### config.mk
export PLATFORM = sky130hd
export DESIGN_NAME = cpu_top
export DESIGN_NICKNAME = d
export VERILOG_FILES = /design/src/logic/cpu_pkg.sv /design/src/logic/reg_file.sv /design/src/logic/decode_stage.sv /design/src/logic/hazard_forward.sv /design/src/logic/execute_stage.sv /design/src/logic/mem_stage.sv /design/src/logic/cpu_top.sv
export SDC_FILE = /design/constraint.sdc
export NUM_CORES = 2
export LEC_CHECK = 0
export BUFFER_PORTS_ARGS = -buffer_cell sky130_fd_sc_hd__buf_2
export CAP_MARGIN = 10
export CORE_ASPECT_RATIO = 0.5
export CORE_UTILIZATION = 52
export CTS_CLUSTER_DIAMETER = 150
export DETAILED_ROUTE_END_ITERATION = 6
export PLACE_DENSITY = 0.74
export SYNTH_ARGS = -nofsm -noshare
export SYNTH_HDL_FRONTEND = slang
export SYNTH_HIERARCHICAL = 1
export SYNTH_SLANG_ARGS = --single-unit
export TNS_END_PERCENT = 5
### constraint.sdc
create_clock -name clk -period 6.8 [get_ports clk]
set_input_delay 0.68 -clock clk [delete_from_list [all_inputs] [get_ports clk]]
set_output_delay 0.68 -clock clk [all_outputs]
set_load 0.02 [all_outputs]
### src/logic/cpu_pkg.sv
`default_nettype none

package cpu_pkg;

    localparam int unsigned XLEN    = 32;
    localparam int unsigned REG_AW  = 5;
    localparam int unsigned OP3R_W  = 17;  // inst[31:15]
    localparam int unsigned OP2RI_W = 10;  // inst[31:22]

    // 3R opcodes, LoongArch base encoding
    localparam logic [OP3R_W-1:0] OP_ADD_W = 17'h00020;
    localparam logic [OP3R_W-1:0] OP_SUB_W = 17'h00022;
    localparam logic [OP3R_W-1:0] OP_SLT   = 17'h00024;
    localparam logic [OP3R_W-1:0] OP_AND   = 17'h00029;
    localparam logic [OP3R_W-1:0] OP_OR    = 17'h0002a;
    localparam logic [OP3R_W-1:0] OP_XOR   = 17'h0002b;

    // 2RI12 opcodes
    localparam logic [OP2RI_W-1:0] OP_ADDI_W = 10'h00a;
    localparam logic [OP2RI_W-1:0] OP_LD_W   = 10'h0a2;
    localparam logic [OP2RI_W-1:0] OP_ST_W   = 10'h0a6;

    localparam int unsigned ALU_OP_W = 3;

    localparam logic [ALU_OP_W-1:0] ALU_ADD = 3'd0;
    localparam logic [ALU_OP_W-1:0] ALU_SUB = 3'd1;
    localparam logic [ALU_OP_W-1:0] ALU_AND = 3'd2;
    localparam logic [ALU_OP_W-1:0] ALU_OR  = 3'd3;
    localparam logic [ALU_OP_W-1:0] ALU_XOR = 3'd4;
    localparam logic [ALU_OP_W-1:0] ALU_SLT = 3'd5;

    // operand source in EX
    localparam int unsigned FWD_W = 2;

    localparam logic [FWD_W-1:0] FWD_RF  = 2'b00;
    localparam logic [FWD_W-1:0] FWD_MEM = 2'b10;
    localparam logic [FWD_W-1:0] FWD_WB  = 2'b01;

    typedef struct packed {
        logic [OP3R_W-1:0] opcode;
        logic [REG_AW-1:0] rk;
        logic [REG_AW-1:0] rj;
        logic [REG_AW-1:0] rd;
    } fmt_3r_t;

    typedef struct packed {
        logic [OP2RI_W-1:0] opcode;
        logic [11:0]        si12;
        logic [REG_AW-1:0]  rj;
        logic [REG_AW-1:0]  rd;
    } fmt_2ri12_t;

    // same 32 bits, read both ways by the decoder
    typedef union packed {
        fmt_3r_t    r3;
        fmt_2ri12_t ri12;
    } instr_word_t;

endpackage

`default_nettype wire

### src/logic/reg_file.sv
`default_nettype none

module reg_file import cpu_pkg::*; (
    input  wire               clk,
    input  wire               reset,
    input  wire  [REG_AW-1:0] rd_addr_a,
    input  wire  [REG_AW-1:0] rd_addr_b,
    input  wire               wr_en,
    input  wire  [REG_AW-1:0] wr_addr,
    input  wire  [XLEN-1:0]   wr_data,
    output logic [XLEN-1:0]   rd_data_a,
    output logic [XLEN-1:0]   rd_data_b
);

    logic [XLEN-1:0] regs [32];
    logic            wr_live;

    assign wr_live = wr_en && (wr_addr != '0);  // r0 stays zero

    always_ff @(posedge clk)
    begin
        if (!reset)
        begin
            for (int i = 0; i < 32; i++)
                regs[i] <= '0;
        end
        else if (wr_live)
        begin
            regs[wr_addr] <= wr_data;
        end
    end

    // write-through so ID sees the WB value of this cycle
    assign rd_data_a = (wr_live && wr_addr == rd_addr_a) ? wr_data : regs[rd_addr_a];
    assign rd_data_b = (wr_live && wr_addr == rd_addr_b) ? wr_data : regs[rd_addr_b];

endmodule

`default_nettype wire

### src/logic/decode_stage.sv
`default_nettype none

module decode_stage import cpu_pkg::*; (
    input  wire                 clk,
    input  wire                 reset,
    input  wire                 instr_valid,
    input  instr_word_t         instr,
    input  wire                 instr_ready,
    input  wire  [XLEN-1:0]     rd_data_a,
    input  wire  [XLEN-1:0]     rd_data_b,
    output logic [REG_AW-1:0]   rd_addr_a,
    output logic [REG_AW-1:0]   rd_addr_b,
    output logic                id_use_a,
    output logic                id_use_b,
    output logic                ex_valid,
    output logic [ALU_OP_W-1:0] ex_alu_op,
    output logic                ex_use_imm,
    output logic [XLEN-1:0]     ex_imm,
    output logic [REG_AW-1:0]   ex_src_a,
    output logic [REG_AW-1:0]   ex_src_b,
    output logic [XLEN-1:0]     ex_op_a,
    output logic [XLEN-1:0]     ex_op_b,
    output logic                ex_is_load,
    output logic                ex_is_store,
    output logic                ex_we,
    output logic [REG_AW-1:0]   ex_rd
);

    logic                is_3r;
    logic                is_ri;  // any 2RI12 op
    logic                is_load;
    logic                is_store;
    logic [ALU_OP_W-1:0] alu_op;
    logic                dec_we;
    logic                accept;

    always_comb
    begin
        is_3r    = 1'b1;
        is_ri    = 1'b1;
        is_load  = 1'b0;
        is_store = 1'b0;
        alu_op   = ALU_ADD;   // also the address add for ld/st
        case (instr.r3.opcode)
            OP_ADD_W: alu_op = ALU_ADD;
            OP_SUB_W: alu_op = ALU_SUB;
            OP_AND:   alu_op = ALU_AND;
            OP_OR:    alu_op = ALU_OR;
            OP_XOR:   alu_op = ALU_XOR;
            OP_SLT:   alu_op = ALU_SLT;
            default:  is_3r = 1'b0;
        endcase
        case (instr.ri12.opcode)
            OP_ADDI_W: is_load = 1'b0;
            OP_LD_W:   is_load = 1'b1;
            OP_ST_W:   is_store = 1'b1;
            default:   is_ri = 1'b0;
        endcase
    end

    // undefined opcodes fall through with no sources and no write
    assign rd_addr_a = instr.r3.rj;
    assign rd_addr_b = is_store ? instr.ri12.rd : instr.r3.rk;
    assign id_use_a  = is_3r | is_ri;
    assign id_use_b  = is_3r | is_store;
    assign dec_we    = (is_3r | (is_ri & ~is_store)) & (instr.r3.rd != '0);
    assign accept    = instr_valid & instr_ready;

    always_ff @(posedge clk)
    begin
        if (!reset)
        begin
            ex_valid    <= 1'b0;
            ex_is_load  <= 1'b0;
            ex_is_store <= 1'b0;
            ex_we       <= 1'b0;
            ex_rd       <= '0;
            ex_src_a    <= '0;
            ex_src_b    <= '0;
        end
        else
        begin
            ex_valid    <= accept;  // bubble when nothing taken
            ex_is_load  <= accept & is_load;
            ex_is_store <= accept & is_store;
            ex_we       <= accept & dec_we;
            ex_rd       <= accept ? instr.r3.rd : '0;
            ex_src_a    <= (accept & id_use_a) ? rd_addr_a : '0;  // r0 never forwarded
            ex_src_b    <= (accept & id_use_b) ? rd_addr_b : '0;
        end
    end

    always_ff @(posedge clk)
    begin
        ex_alu_op  <= alu_op;
        ex_use_imm <= is_ri;
        ex_imm     <= {{(XLEN-12){instr.ri12.si12[11]}}, instr.ri12.si12};
        ex_op_a    <= rd_data_a;
        ex_op_b    <= rd_data_b;
    end

endmodule

`default_nettype wire

### src/logic/hazard_forward.sv
`default_nettype none

module hazard_forward import cpu_pkg::*; (
    input  wire               instr_valid,
    input  wire  [REG_AW-1:0] rd_addr_a,
    input  wire  [REG_AW-1:0] rd_addr_b,
    input  wire               id_use_a,
    input  wire               id_use_b,
    input  wire               ex_valid,
    input  wire               ex_is_load,
    input  wire  [REG_AW-1:0] ex_rd,
    input  wire  [REG_AW-1:0] ex_src_a,
    input  wire  [REG_AW-1:0] ex_src_b,
    input  wire               mem_we,
    input  wire  [REG_AW-1:0] mem_rd,
    input  wire               wb_we,
    input  wire  [REG_AW-1:0] wb_rd,
    output logic              instr_ready,
    output logic [FWD_W-1:0]  fwd_a,
    output logic [FWD_W-1:0]  fwd_b
);

    logic load_in_ex;
    logic stall;

    // newest producer wins, r0 is never forwarded
    function automatic logic [FWD_W-1:0] fwd_sel(input logic [REG_AW-1:0] src,
                                                 input logic              m_we,
                                                 input logic [REG_AW-1:0] m_rd,
                                                 input logic              w_we,
                                                 input logic [REG_AW-1:0] w_rd);
        if (src == '0)
            return FWD_RF;
        else if (m_we && m_rd == src)
            return FWD_MEM;
        else if (w_we && w_rd == src)
            return FWD_WB;
        else
            return FWD_RF;
    endfunction

    assign load_in_ex = ex_valid && ex_is_load && (ex_rd != '0);

    assign stall = instr_valid && load_in_ex &&
                   ((id_use_a && rd_addr_a == ex_rd) || (id_use_b && rd_addr_b == ex_rd));

    assign instr_ready = ~stall;  // bubble goes into EX next edge

    assign fwd_a = fwd_sel(ex_src_a, mem_we, mem_rd, wb_we, wb_rd);
    assign fwd_b = fwd_sel(ex_src_b, mem_we, mem_rd, wb_we, wb_rd);

endmodule

`default_nettype wire

### src/logic/execute_stage.sv
`default_nettype none

module execute_stage import cpu_pkg::*; (
    input  wire                 clk,
    input  wire                 reset,
    input  wire                 ex_valid,
    input  wire  [ALU_OP_W-1:0] ex_alu_op,
    input  wire                 ex_use_imm,
    input  wire  [XLEN-1:0]     ex_imm,
    input  wire  [XLEN-1:0]     ex_op_a,
    input  wire  [XLEN-1:0]     ex_op_b,
    input  wire                 ex_is_load,
    input  wire                 ex_is_store,
    input  wire                 ex_we,
    input  wire  [REG_AW-1:0]   ex_rd,
    input  wire  [FWD_W-1:0]    fwd_a,
    input  wire  [FWD_W-1:0]    fwd_b,
    input  wire  [XLEN-1:0]     wb_data,
    output logic                mem_valid,
    output logic                mem_is_load,
    output logic                mem_is_store,
    output logic                mem_we,
    output logic [REG_AW-1:0]   mem_rd,
    output logic [XLEN-1:0]     mem_result,     // also the EX/MEM forward source
    output logic [XLEN-1:0]     mem_store_data
);

    logic [XLEN-1:0] op_a;
    logic [XLEN-1:0] op_b;  // forwarded rk, or rd for a store
    logic [XLEN-1:0] alu_b;
    logic [XLEN-1:0] alu_out;

    function automatic logic [XLEN-1:0] fwd_mux(input logic [FWD_W-1:0] sel,
                                                input logic [XLEN-1:0]  rf_val,
                                                input logic [XLEN-1:0]  mem_val,
                                                input logic [XLEN-1:0]  wb_val);
        case (sel)
            FWD_MEM: return mem_val;
            FWD_WB:  return wb_val;
            default: return rf_val;
        endcase
    endfunction

    assign op_a  = fwd_mux(fwd_a, ex_op_a, mem_result, wb_data);
    assign op_b  = fwd_mux(fwd_b, ex_op_b, mem_result, wb_data);
    assign alu_b = ex_use_imm ? ex_imm : op_b;

    always_comb
    begin
        case (ex_alu_op)
            ALU_ADD: alu_out = op_a + alu_b;
            ALU_SUB: alu_out = op_a - alu_b;
            ALU_AND: alu_out = op_a & alu_b;
            ALU_OR:  alu_out = op_a | alu_b;
            ALU_XOR: alu_out = op_a ^ alu_b;
            ALU_SLT: alu_out = {{(XLEN-1){1'b0}}, $signed(op_a) < $signed(alu_b)};
            default: alu_out = '0;
        endcase
    end

    always_ff @(posedge clk)
    begin
        if (!reset)
        begin
            mem_valid    <= 1'b0;
            mem_is_load  <= 1'b0;
            mem_is_store <= 1'b0;
            mem_we       <= 1'b0;
            mem_rd       <= '0;
        end
        else
        begin
            mem_valid    <= ex_valid;
            mem_is_load  <= ex_is_load;
            mem_is_store <= ex_is_store;
            mem_we       <= ex_we;
            mem_rd       <= ex_rd;
        end
    end

    always_ff @(posedge clk)
    begin
        mem_result     <= alu_out;
        mem_store_data <= op_b;
    end

endmodule

`default_nettype wire

### src/logic/mem_stage.sv
`default_nettype none

module mem_stage import cpu_pkg::*; #(
    parameter int unsigned DATA_DEPTH = 64
) (
    input  wire               clk,
    input  wire               reset,
    input  wire               mem_valid,
    input  wire               mem_is_load,
    input  wire               mem_is_store,
    input  wire               mem_we,
    input  wire  [REG_AW-1:0] mem_rd,
    input  wire  [XLEN-1:0]   mem_result,
    input  wire  [XLEN-1:0]   mem_store_data,
    output logic              wb_valid,
    output logic              wb_we,
    output logic [REG_AW-1:0] wb_rd,
    output logic [XLEN-1:0]   wb_data
);

    localparam int unsigned IDX_W = $clog2(DATA_DEPTH);

    logic [XLEN-1:0]  ram [DATA_DEPTH];
    logic [IDX_W-1:0] word_idx;

    // bits 1:0 dropped, upper bits wrap
    assign word_idx = mem_result[IDX_W+1:2];

    always_ff @(posedge clk)
    begin
        if (mem_valid && mem_is_store)
            ram[word_idx] <= mem_store_data;
    end

    always_ff @(posedge clk)
    begin
        if (!reset)
        begin
            wb_valid <= 1'b0;
            wb_we    <= 1'b0;
            wb_rd    <= '0;
        end
        else
        begin
            wb_valid <= mem_valid;
            wb_we    <= mem_we;
            wb_rd    <= mem_rd;
        end
    end

    // store address rides along for st.w
    always_ff @(posedge clk)
    begin
        wb_data <= mem_is_load ? ram[word_idx] : mem_result;
    end

endmodule

`default_nettype wire

### src/logic/cpu_top.sv
`default_nettype none

module cpu_top import cpu_pkg::*; #(
    parameter int unsigned DATA_DEPTH = 64
) (
    input  wire              clk,
    input  wire              reset,
    input  wire              instr_valid,
    input  instr_word_t      instr,
    output logic             instr_ready,
    output logic             wb_valid,
    output logic             wb_we,
    output logic [REG_AW-1:0] wb_rd,
    output logic [XLEN-1:0]  wb_data
);

    // ID side
    logic [REG_AW-1:0]   rd_addr_a;
    logic [REG_AW-1:0]   rd_addr_b;
    logic [XLEN-1:0]     rd_data_a;
    logic [XLEN-1:0]     rd_data_b;
    logic                id_use_a;
    logic                id_use_b;

    // ID/EX
    logic                ex_valid;
    logic [ALU_OP_W-1:0] ex_alu_op;
    logic                ex_use_imm;
    logic [XLEN-1:0]     ex_imm;
    logic [REG_AW-1:0]   ex_src_a;
    logic [REG_AW-1:0]   ex_src_b;
    logic [XLEN-1:0]     ex_op_a;
    logic [XLEN-1:0]     ex_op_b;
    logic                ex_is_load;
    logic                ex_is_store;
    logic                ex_we;
    logic [REG_AW-1:0]   ex_rd;

    logic [FWD_W-1:0]    fwd_a;
    logic [FWD_W-1:0]    fwd_b;

    // EX/MEM
    logic                mem_valid;
    logic                mem_is_load;
    logic                mem_is_store;
    logic                mem_we;
    logic [REG_AW-1:0]   mem_rd;
    logic [XLEN-1:0]     mem_result;
    logic [XLEN-1:0]     mem_store_data;

    decode_stage u_decode (
        .clk(clk), .reset(reset),
        .instr_valid(instr_valid), .instr(instr), .instr_ready(instr_ready),
        .rd_data_a(rd_data_a), .rd_data_b(rd_data_b),
        .rd_addr_a(rd_addr_a), .rd_addr_b(rd_addr_b),
        .id_use_a(id_use_a), .id_use_b(id_use_b),
        .ex_valid(ex_valid), .ex_alu_op(ex_alu_op), .ex_use_imm(ex_use_imm), .ex_imm(ex_imm),
        .ex_src_a(ex_src_a), .ex_src_b(ex_src_b), .ex_op_a(ex_op_a), .ex_op_b(ex_op_b),
        .ex_is_load(ex_is_load), .ex_is_store(ex_is_store), .ex_we(ex_we), .ex_rd(ex_rd)
    );

    reg_file u_reg_file (
        .clk(clk), .reset(reset),
        .rd_addr_a(rd_addr_a), .rd_addr_b(rd_addr_b),
        .wr_en(wb_we), .wr_addr(wb_rd), .wr_data(wb_data),  // WB writes back
        .rd_data_a(rd_data_a), .rd_data_b(rd_data_b)
    );

    hazard_forward u_hazard_forward (
        .instr_valid(instr_valid),
        .rd_addr_a(rd_addr_a), .rd_addr_b(rd_addr_b), .id_use_a(id_use_a), .id_use_b(id_use_b),
        .ex_valid(ex_valid), .ex_is_load(ex_is_load), .ex_rd(ex_rd),
        .ex_src_a(ex_src_a), .ex_src_b(ex_src_b),
        .mem_we(mem_we), .mem_rd(mem_rd), .wb_we(wb_we), .wb_rd(wb_rd),
        .instr_ready(instr_ready), .fwd_a(fwd_a), .fwd_b(fwd_b)
    );

    execute_stage u_execute (
        .clk(clk), .reset(reset),
        .ex_valid(ex_valid), .ex_alu_op(ex_alu_op), .ex_use_imm(ex_use_imm), .ex_imm(ex_imm),
        .ex_op_a(ex_op_a), .ex_op_b(ex_op_b), .ex_is_load(ex_is_load),
        .ex_is_store(ex_is_store), .ex_we(ex_we), .ex_rd(ex_rd),
        .fwd_a(fwd_a), .fwd_b(fwd_b), .wb_data(wb_data),
        .mem_valid(mem_valid), .mem_is_load(mem_is_load), .mem_is_store(mem_is_store),
        .mem_we(mem_we), .mem_rd(mem_rd), .mem_result(mem_result),
        .mem_store_data(mem_store_data)
    );

    mem_stage #(.DATA_DEPTH(DATA_DEPTH)) u_mem (
        .clk(clk), .reset(reset),
        .mem_valid(mem_valid), .mem_is_load(mem_is_load), .mem_is_store(mem_is_store),
        .mem_we(mem_we), .mem_rd(mem_rd), .mem_result(mem_result),
        .mem_store_data(mem_store_data),
        .wb_valid(wb_valid), .wb_we(wb_we), .wb_rd(wb_rd), .wb_data(wb_data)
    );

endmodule

`default_nettype wire

# Word level (Yosys, flattened, before mapping)
# Memories as Yosys holds them, arrays and structs flattened. A register that Yosys moved wholly into a read port is not among the register bits.
# Cells that the tools add are included.
# word_totals
ram_bits	3072
reg_bits	211
in_bits	35
wordCells	125
mem_count	2
# op_classes
order_cmp	1
bitwise	16
eq_ne	26
muxes	28
n_reduce_logical	27
addsub	2
# mem_list
memory	words	word_bits	read_ports	rd_ports_with_merged_regs	write_ports	line	rtl
u_mem.ram	64	32	1	1	1	mem_stage.sv:23	logic [XLEN-1:0] ram [DATA_DEPTH];
u_reg_file.regs	32	32	2	0	32	reg_file.sv:15	logic [XLEN-1:0] regs [32];
# ops
cell	n
$pmux W32 S6	1
$mux W32	5
$pmux W32 S2	2
$eq A17 B6 Y1 const B	6
$eq A5 B5 Y1	8
$add A32 B32 Y32	1
$and A32 B32 Y32	1
$lt A32 B32 Y1	1
$or A32 B32 Y32	1
$reduce_or A32 Y1	1
$sub A32 B32 Y32	1
$xor A32 B32 Y32	1
$eq A10 B8 Y1 const B	2
$pmux W3 S5	1
$reduce_bool A5 Y1	3
$logic_and A1 B1 Y1	14
$mux W1	13
$eq A10 B4 Y1 const B	1
$logic_not A5 Y1	2
$mux W5	2
$and A1 B1 Y1	8
$mux W2	4
$eq A3 B2 Y1 const B	2
$eq A3 B3 Y1 const B	2
10 further kinds	17

# Depth between registers and ports, before layout
# logic_depth
ltp_word	11
ltp_mapped	23
mapped_depth_nobuf	22

# By module
# The synthesis kept the hierarchy.
# by_module_without_submodules
mod	area_per_inst_um2	seq_area_each_um2	cells_per_inst	instances
mem_stage	79927.9	62279.7	4156	1
reg_file	53612.7	30749.5	3499	1
execute_stage	8515.7	1461.4	1228	1
decode_stage	2730.1	1981.9	211	1
hazard_forward	399.1	0.0	53	1

# Worst setup path before layout
# No wires, ideal clock.
# synth_timing
path_kind	register to register
from	register u_mem.wb_rd[2]
to	register u_execute.mem_result[30]
setup_time_ps	120
t_arrival_ps	4825
t_required_ps	6680
path_stages_with_launch	22
path_slack_ps	1855
n_path_buf	2
path_cell_list	dfxtp_1 xnor2_1 nand4_1 nor4b_1 inv_1 ha_1 clkbuf_1 clkbuf_1 a21oi_1 o21ai_0 ha_1 inv_1 fa_1 nor2b_1 o2111ai_1 and2_1 o311a_1 o31ai_1 a21oi_1 a21boi_1 mux2i_1 a211o_1
# synth_between
elab_chain_cells	10
word_cells_on_any_way	23
classes_between	2 x add/sub; 6 x eq/ne; 10 x mux; 3 x bitwise; 2 x reduce/logical
# synth_rtl
element	line	rtl
from (decl)	mem_stage.sv:17	output logic [REG_AW-1:0] wb_rd,
from (signal assigned)	mem_stage.sv:47	wb_rd <= mem_rd;
$eq A5 B5 Y1 (*)	hazard_forward.sv:36	else if (w_we && w_rd == src)
$logic_and A1 B1 Y1 (*)	hazard_forward.sv:36	
$mux W1 (*)	hazard_forward.sv:36	
$mux W2 (*)	hazard_forward.sv:34	else if (m_we && m_rd == src)
$mux W2 (*)	hazard_forward.sv:32	if (src == '0)
net fwd_b[0]	cpu_top.sv:40	logic [FWD_W-1:0] fwd_b;
$eq A2 B1 Y1 or $eq A2 B2 Y1 (tied branches)	execute_stage.sv:37	case (sel)
$pmux W32 S2 (*)	execute_stage.sv:37	
$mux W32 (*)	execute_stage.sv:46	assign alu_b = ex_use_imm ? ex_imm : op_b;
$sub A32 B32 Y32 (tied with other cells)	execute_stage.sv:52	ALU_SUB: alu_out = op_a - alu_b;
$pmux W32 S6 (*)	execute_stage.sv:50	case (ex_alu_op)
net u_execute.alu_out[30]	execute_stage.sv:31	logic [XLEN-1:0] alu_out;
to (signal assigned)	execute_stage.sv:83	mem_result <= alu_out;
to (decl)	execute_stage.sv:24	output logic [XLEN-1:0] mem_result,
# The timed path passes the listed nets; every way through them passes the cells marked *.
# A chain may end at the register's enable or synchronous reset.

# Final worst setup path
# layout_timing
from	register u_mem.wb_rd[1]
to	register u_execute.mem_result[18]
# The elaborated chain is that of the path after synthesis.

==> flow_summary.json <==
{
  "ios": 75,
  "multi_input_area_um2": 45300,
  "min_to": "u_decode/ex_imm[5]$_DFF_P_",
  "rsz0062_at_grt": "false",
  "numPortBuffers": 74,
  "setup_violations": 0,
  "nNetsFinal": 9287,
  "gr-total-overflow": 0,
  "fin_crit_ps": 6320,
  "max-slew-margin-rel_pct": 10.2,
  "leakagePower_nw": 53.1,
  "wire_per_inst_um": 36.1,
  "grt_pass1_wl_um": 659000,
  "critPathKind": "reg2reg",
  "placed_area_um2": 151000,
  "tightest_slew_ps": 1350,
  "drv_cap": 0,
  "die_y_um": 376,
  "dr.pass1.iters": 7,
  "synth_top_area_share_pct": 63.5,
  "globalRoute.busiestLayer": "met2",
  "fin_skew_ps": 81.8,
  "num_rows": 136,
  "path_cells": "xnor2_1 > nand4_1 > nor4b_1 > inv_1 > ha_2 > buf_4 > nor2_1 > a21oi_1 > o21ai_0 > ha_1 > nor3_1 > nand2_1 > a211oi_1 > o21ai_0 > a21oi_1 > o32ai_1 > o21bai_1 > mux2i_1 > o21ai_0",
  "synth_flop_cell": "edfxtp_1",
  "vdd_drop_max_mv": 0.256,
  "hold_class": "in2reg",
  "die_w_um": 749,
  "cts_made_buffers": 296,
  "startpoint": "u_mem/wb_rd[1]$_SDFF_PN0_",
  "yosysTopAreaCell": "edfxtp_1",
  "fillCellCount": 20279,
  "avgViaCountPerCell": 6.97,
  "path_max_fanout": 30,
  "clock_sinks": 3283,
  "yosysWarnings": 6,
  "clock_path_buffers": 4,
  "startpoint_type": "register",
  "dpl_worst_slack_ps": 527,
  "cts_tree": "done",
  "grt_max_degree": 125,
  "synthCells": 9147,
  "synth-edff-count": 3072,
  "synth-async-reset-ratio_pct": 0,
  "cp.arrival_ps": 7040,
  "grt_antenna_before_repair": 45,
  "syn_area_um2": 145000,
  "synth_xor_area_share_pct": 0.398,
  "clk_latency_ps": 920,
  "utilization_pct": 57.9,
  "tns_ps": 0,
  "cellPowerDensity_nw_per_um2": 350,
  "root_buffer": "clkbuf_16",
  "seq_area_um2": 96500,
  "synth_area_per_cell_um2": 15.9,
  "drt-total-wl_um": 474000,
  "synth_compound_area_share_pct": 8.12,
  "min_period_over_period_pct": 93.0,
  "hold_start": "instr[15]",
  "clk_pin_slew_ps": 70,
  "synthSimpleGateAreaFrac_pct": 7.53,
  "area_growth_pct": 10.2,
  "htree_levels": 5,
  "die_area_um2": 281000,
  "use_met2_pct": 48.9,
  "gr-usage-all-layers_pct": 32.9,
  "status": "complete, no violations",
  "ys_ff_latch": 3283,
  "setup_ws_ps": 477,
  "postRouteAntennaNets": 0,
  "critPathRequiredTime_ps": 7520,
  "grt_pass1_vias": 86306,
  "ys_types": 114,
  "core_area_um2": 276000,
  "place.gp.congestion": 0.937,
  "rr_worst_depth": 19,
  "max_freq_mhz": 158,
  "r2r_setup_slack_ps": 480,
  "synth_top_family_by_area": "multiplexers",
  "drtIter0Drc": 15976,
  "synthAdderAreaFrac_pct": 0.967,
  "hold_path_depth": 1,
  "timing.rr.start": "u_mem/wb_rd[1]$_SDFF_PN0_",
  "slowest_stage": "ha_2",
  "crit_top_cell": "o21ai_0",
  "ys_seq_area_share_pct": 66.4,
  "synth.area.mux_share_pct": 13.3,
  "met3_usage_pct": 9.66,
  "start_util_pct": 52.6,
  "drive_gt1_share_pct": 20.7,
  "grt_util_met1_pct": 45.2,
  "cpPeakStageDelay_ps": 760,
  "num_vias": 91282,
  "slew_violations": 0,
  "synth_area_leaders": "edfxtp_1 64%, mux4_2 11%, and2_1 4.4%, dfxtp_1 2.9%, a221oi_1 1.5%",
  "drc_errors": 0,
  "r2r_end": "u_execute/mem_result[18]$_DFF_P_",
  "design_area_um2": 160000,
  "critPathCaptureType": "register",
  "hold_viol_final": 0,
  "hpwl_um": 281000,
  "cts_resized": 0
}
-- flip-flops by register name, summed over array words and instances (netlist names), 3 cells and up --
signal,flops
u_decode/ex_alu_op,3
u_decode/ex_imm,12
u_decode/ex_op_a,32
u_decode/ex_op_b,32
u_decode/ex_rd,5
u_decode/ex_src_a,5
u_decode/ex_src_b,5
u_execute/mem_rd,5
u_execute/mem_result,32
u_execute/mem_store_data,32
u_mem/ram,2048
u_mem/wb_data,32
u_mem/wb_rd,5
u_reg_file/regs,1024
-- cell families (layout without fill, tap and decap cells) --
family / after synthesis / count (layout)
DFF: 3283 / 3283
and+or+nand+nor: 1985 / 1985
AOI/OAI and AO/OA: 1705 / 1705
muxes: 1047 / 1047
buffers and inverters: 949 / 1134
adders and majority gates: 111 / 111
xor gates and xnor gates: 66 / 66
other: 1 / 44
-- worst max path at each step --
| stage | endpoint | slack, ps | cells past startpoint |
|---|---|---|---|
| after floorplan | u_execute/mem_result[30]$_DFF_P_ | 1850 | 21 |
| after global placement | u_execute/mem_result[31]$_DFF_P_ | 510 | 19 |
| after detailed placement | u_execute/mem_result[31]$_DFF_P_ | 530 | 19 |
| after CTS | u_execute/mem_result[31]$_DFF_P_ | 510 | 19 |
| after global routing | u_execute/mem_result[26]$_DFF_P_ | 70 | 19 |
| final | u_execute/mem_result[18]$_DFF_P_ | 480 | 19 |
-- power by group --
| part | leakage, nW | internal, mW | total (mW) | switching [mW] |
|---|---|---|---|---|
| combinational | 18.0 | 4.58 | 15.5 | 11.0 |
| sequential | 30.6 | 23.0 | 23.7 | 0.671 |
| clock | 4.53 | 9.20 | 16.7 | 7.51 |
-- layer usage --
layer / up-vias / routed length (um)
li1: 36105 / -
met1: 46077 / 168000
met2: 7797 / 207000
met3: 1277 / 71200
met4: 26 / 26700
met5: - / 236
-- Yosys cell counts (all sizes together) (15+ instances only) --
master,instances
edfxtp,3072
and2,1026
mux4,693
clkbuf,405
buf,388
nor2,354
o22ai,339
o21ai,321
nand2,286
a221oi,255
a21oi,230
dfxtp,211
mux2i,203
a22oi,190
inv,153
mux2,151
ha,109
or4,70
nand3,57
nor3,51
o211ai,44
xnor2,42
a22o,38
a221o,31
a31oi,30
a211oi,28
o32a,27
xor2,24
nand4,23
nor2b,23
o221ai,19
o2bb2ai,15
-- layout by cell type (no fill, tap or decap), types with 173 or more instances in the layout --
cell	n
dfxtp_1	173
nor2_1	252
clkbuf_16	305
a21oi_1	229
and2_1	1022
edfxtp_1	3072
nand2_1	285
mux4_2	692
buf_4	350
mux2i_1	203
o22ai_1	339
a221oi_1	249
a22oi_1	189
o21ai_0	268
-- layout make-up --
class / instances / area share (%)
clock inverters: 139 / 0.825
repair buffers: 458 / 2.25
flip-flops and latches: 3283 / 60.3
well taps: 3726 / 2.91
inverters: 156 / 0.371
clock buffers: 381 / 4.99
multi-input cells: 4946 / 28.3
diodes: 12 / 0.0188
-- worst max-delay path, delay by kind of cell, from the launching register on --
kind	cells	cell delay, ps
AO/OA/AOI/OAI	8	2180
XOR/XNOR	1	180
adder cells (fa/ha/maj)	2	1240
buffers and inverters	2	410
flip-flops	1	630
multiplexers	1	190
AND/OR/NAND/NOR	5	1290
-- through the flow --
stage	std cells	hold slack, ps	power, mW
floorplan	9178	412	32.6
global placement	12557	422	38.8
detailed placement	12557	434	38.9
CTS	13088	1.37	55.3
global route	13089	25.4	56.9
finish	13101	42.7	56.0
-- what timing repair did --
item / CTS / global route
buffers inserted: 0 / 0
hold buffers: 11 / 0
endpoints found under the hold margin: 11 / 0
setup endpoints to repair: 0 / 0
Power figures use the tool's default switching activity.
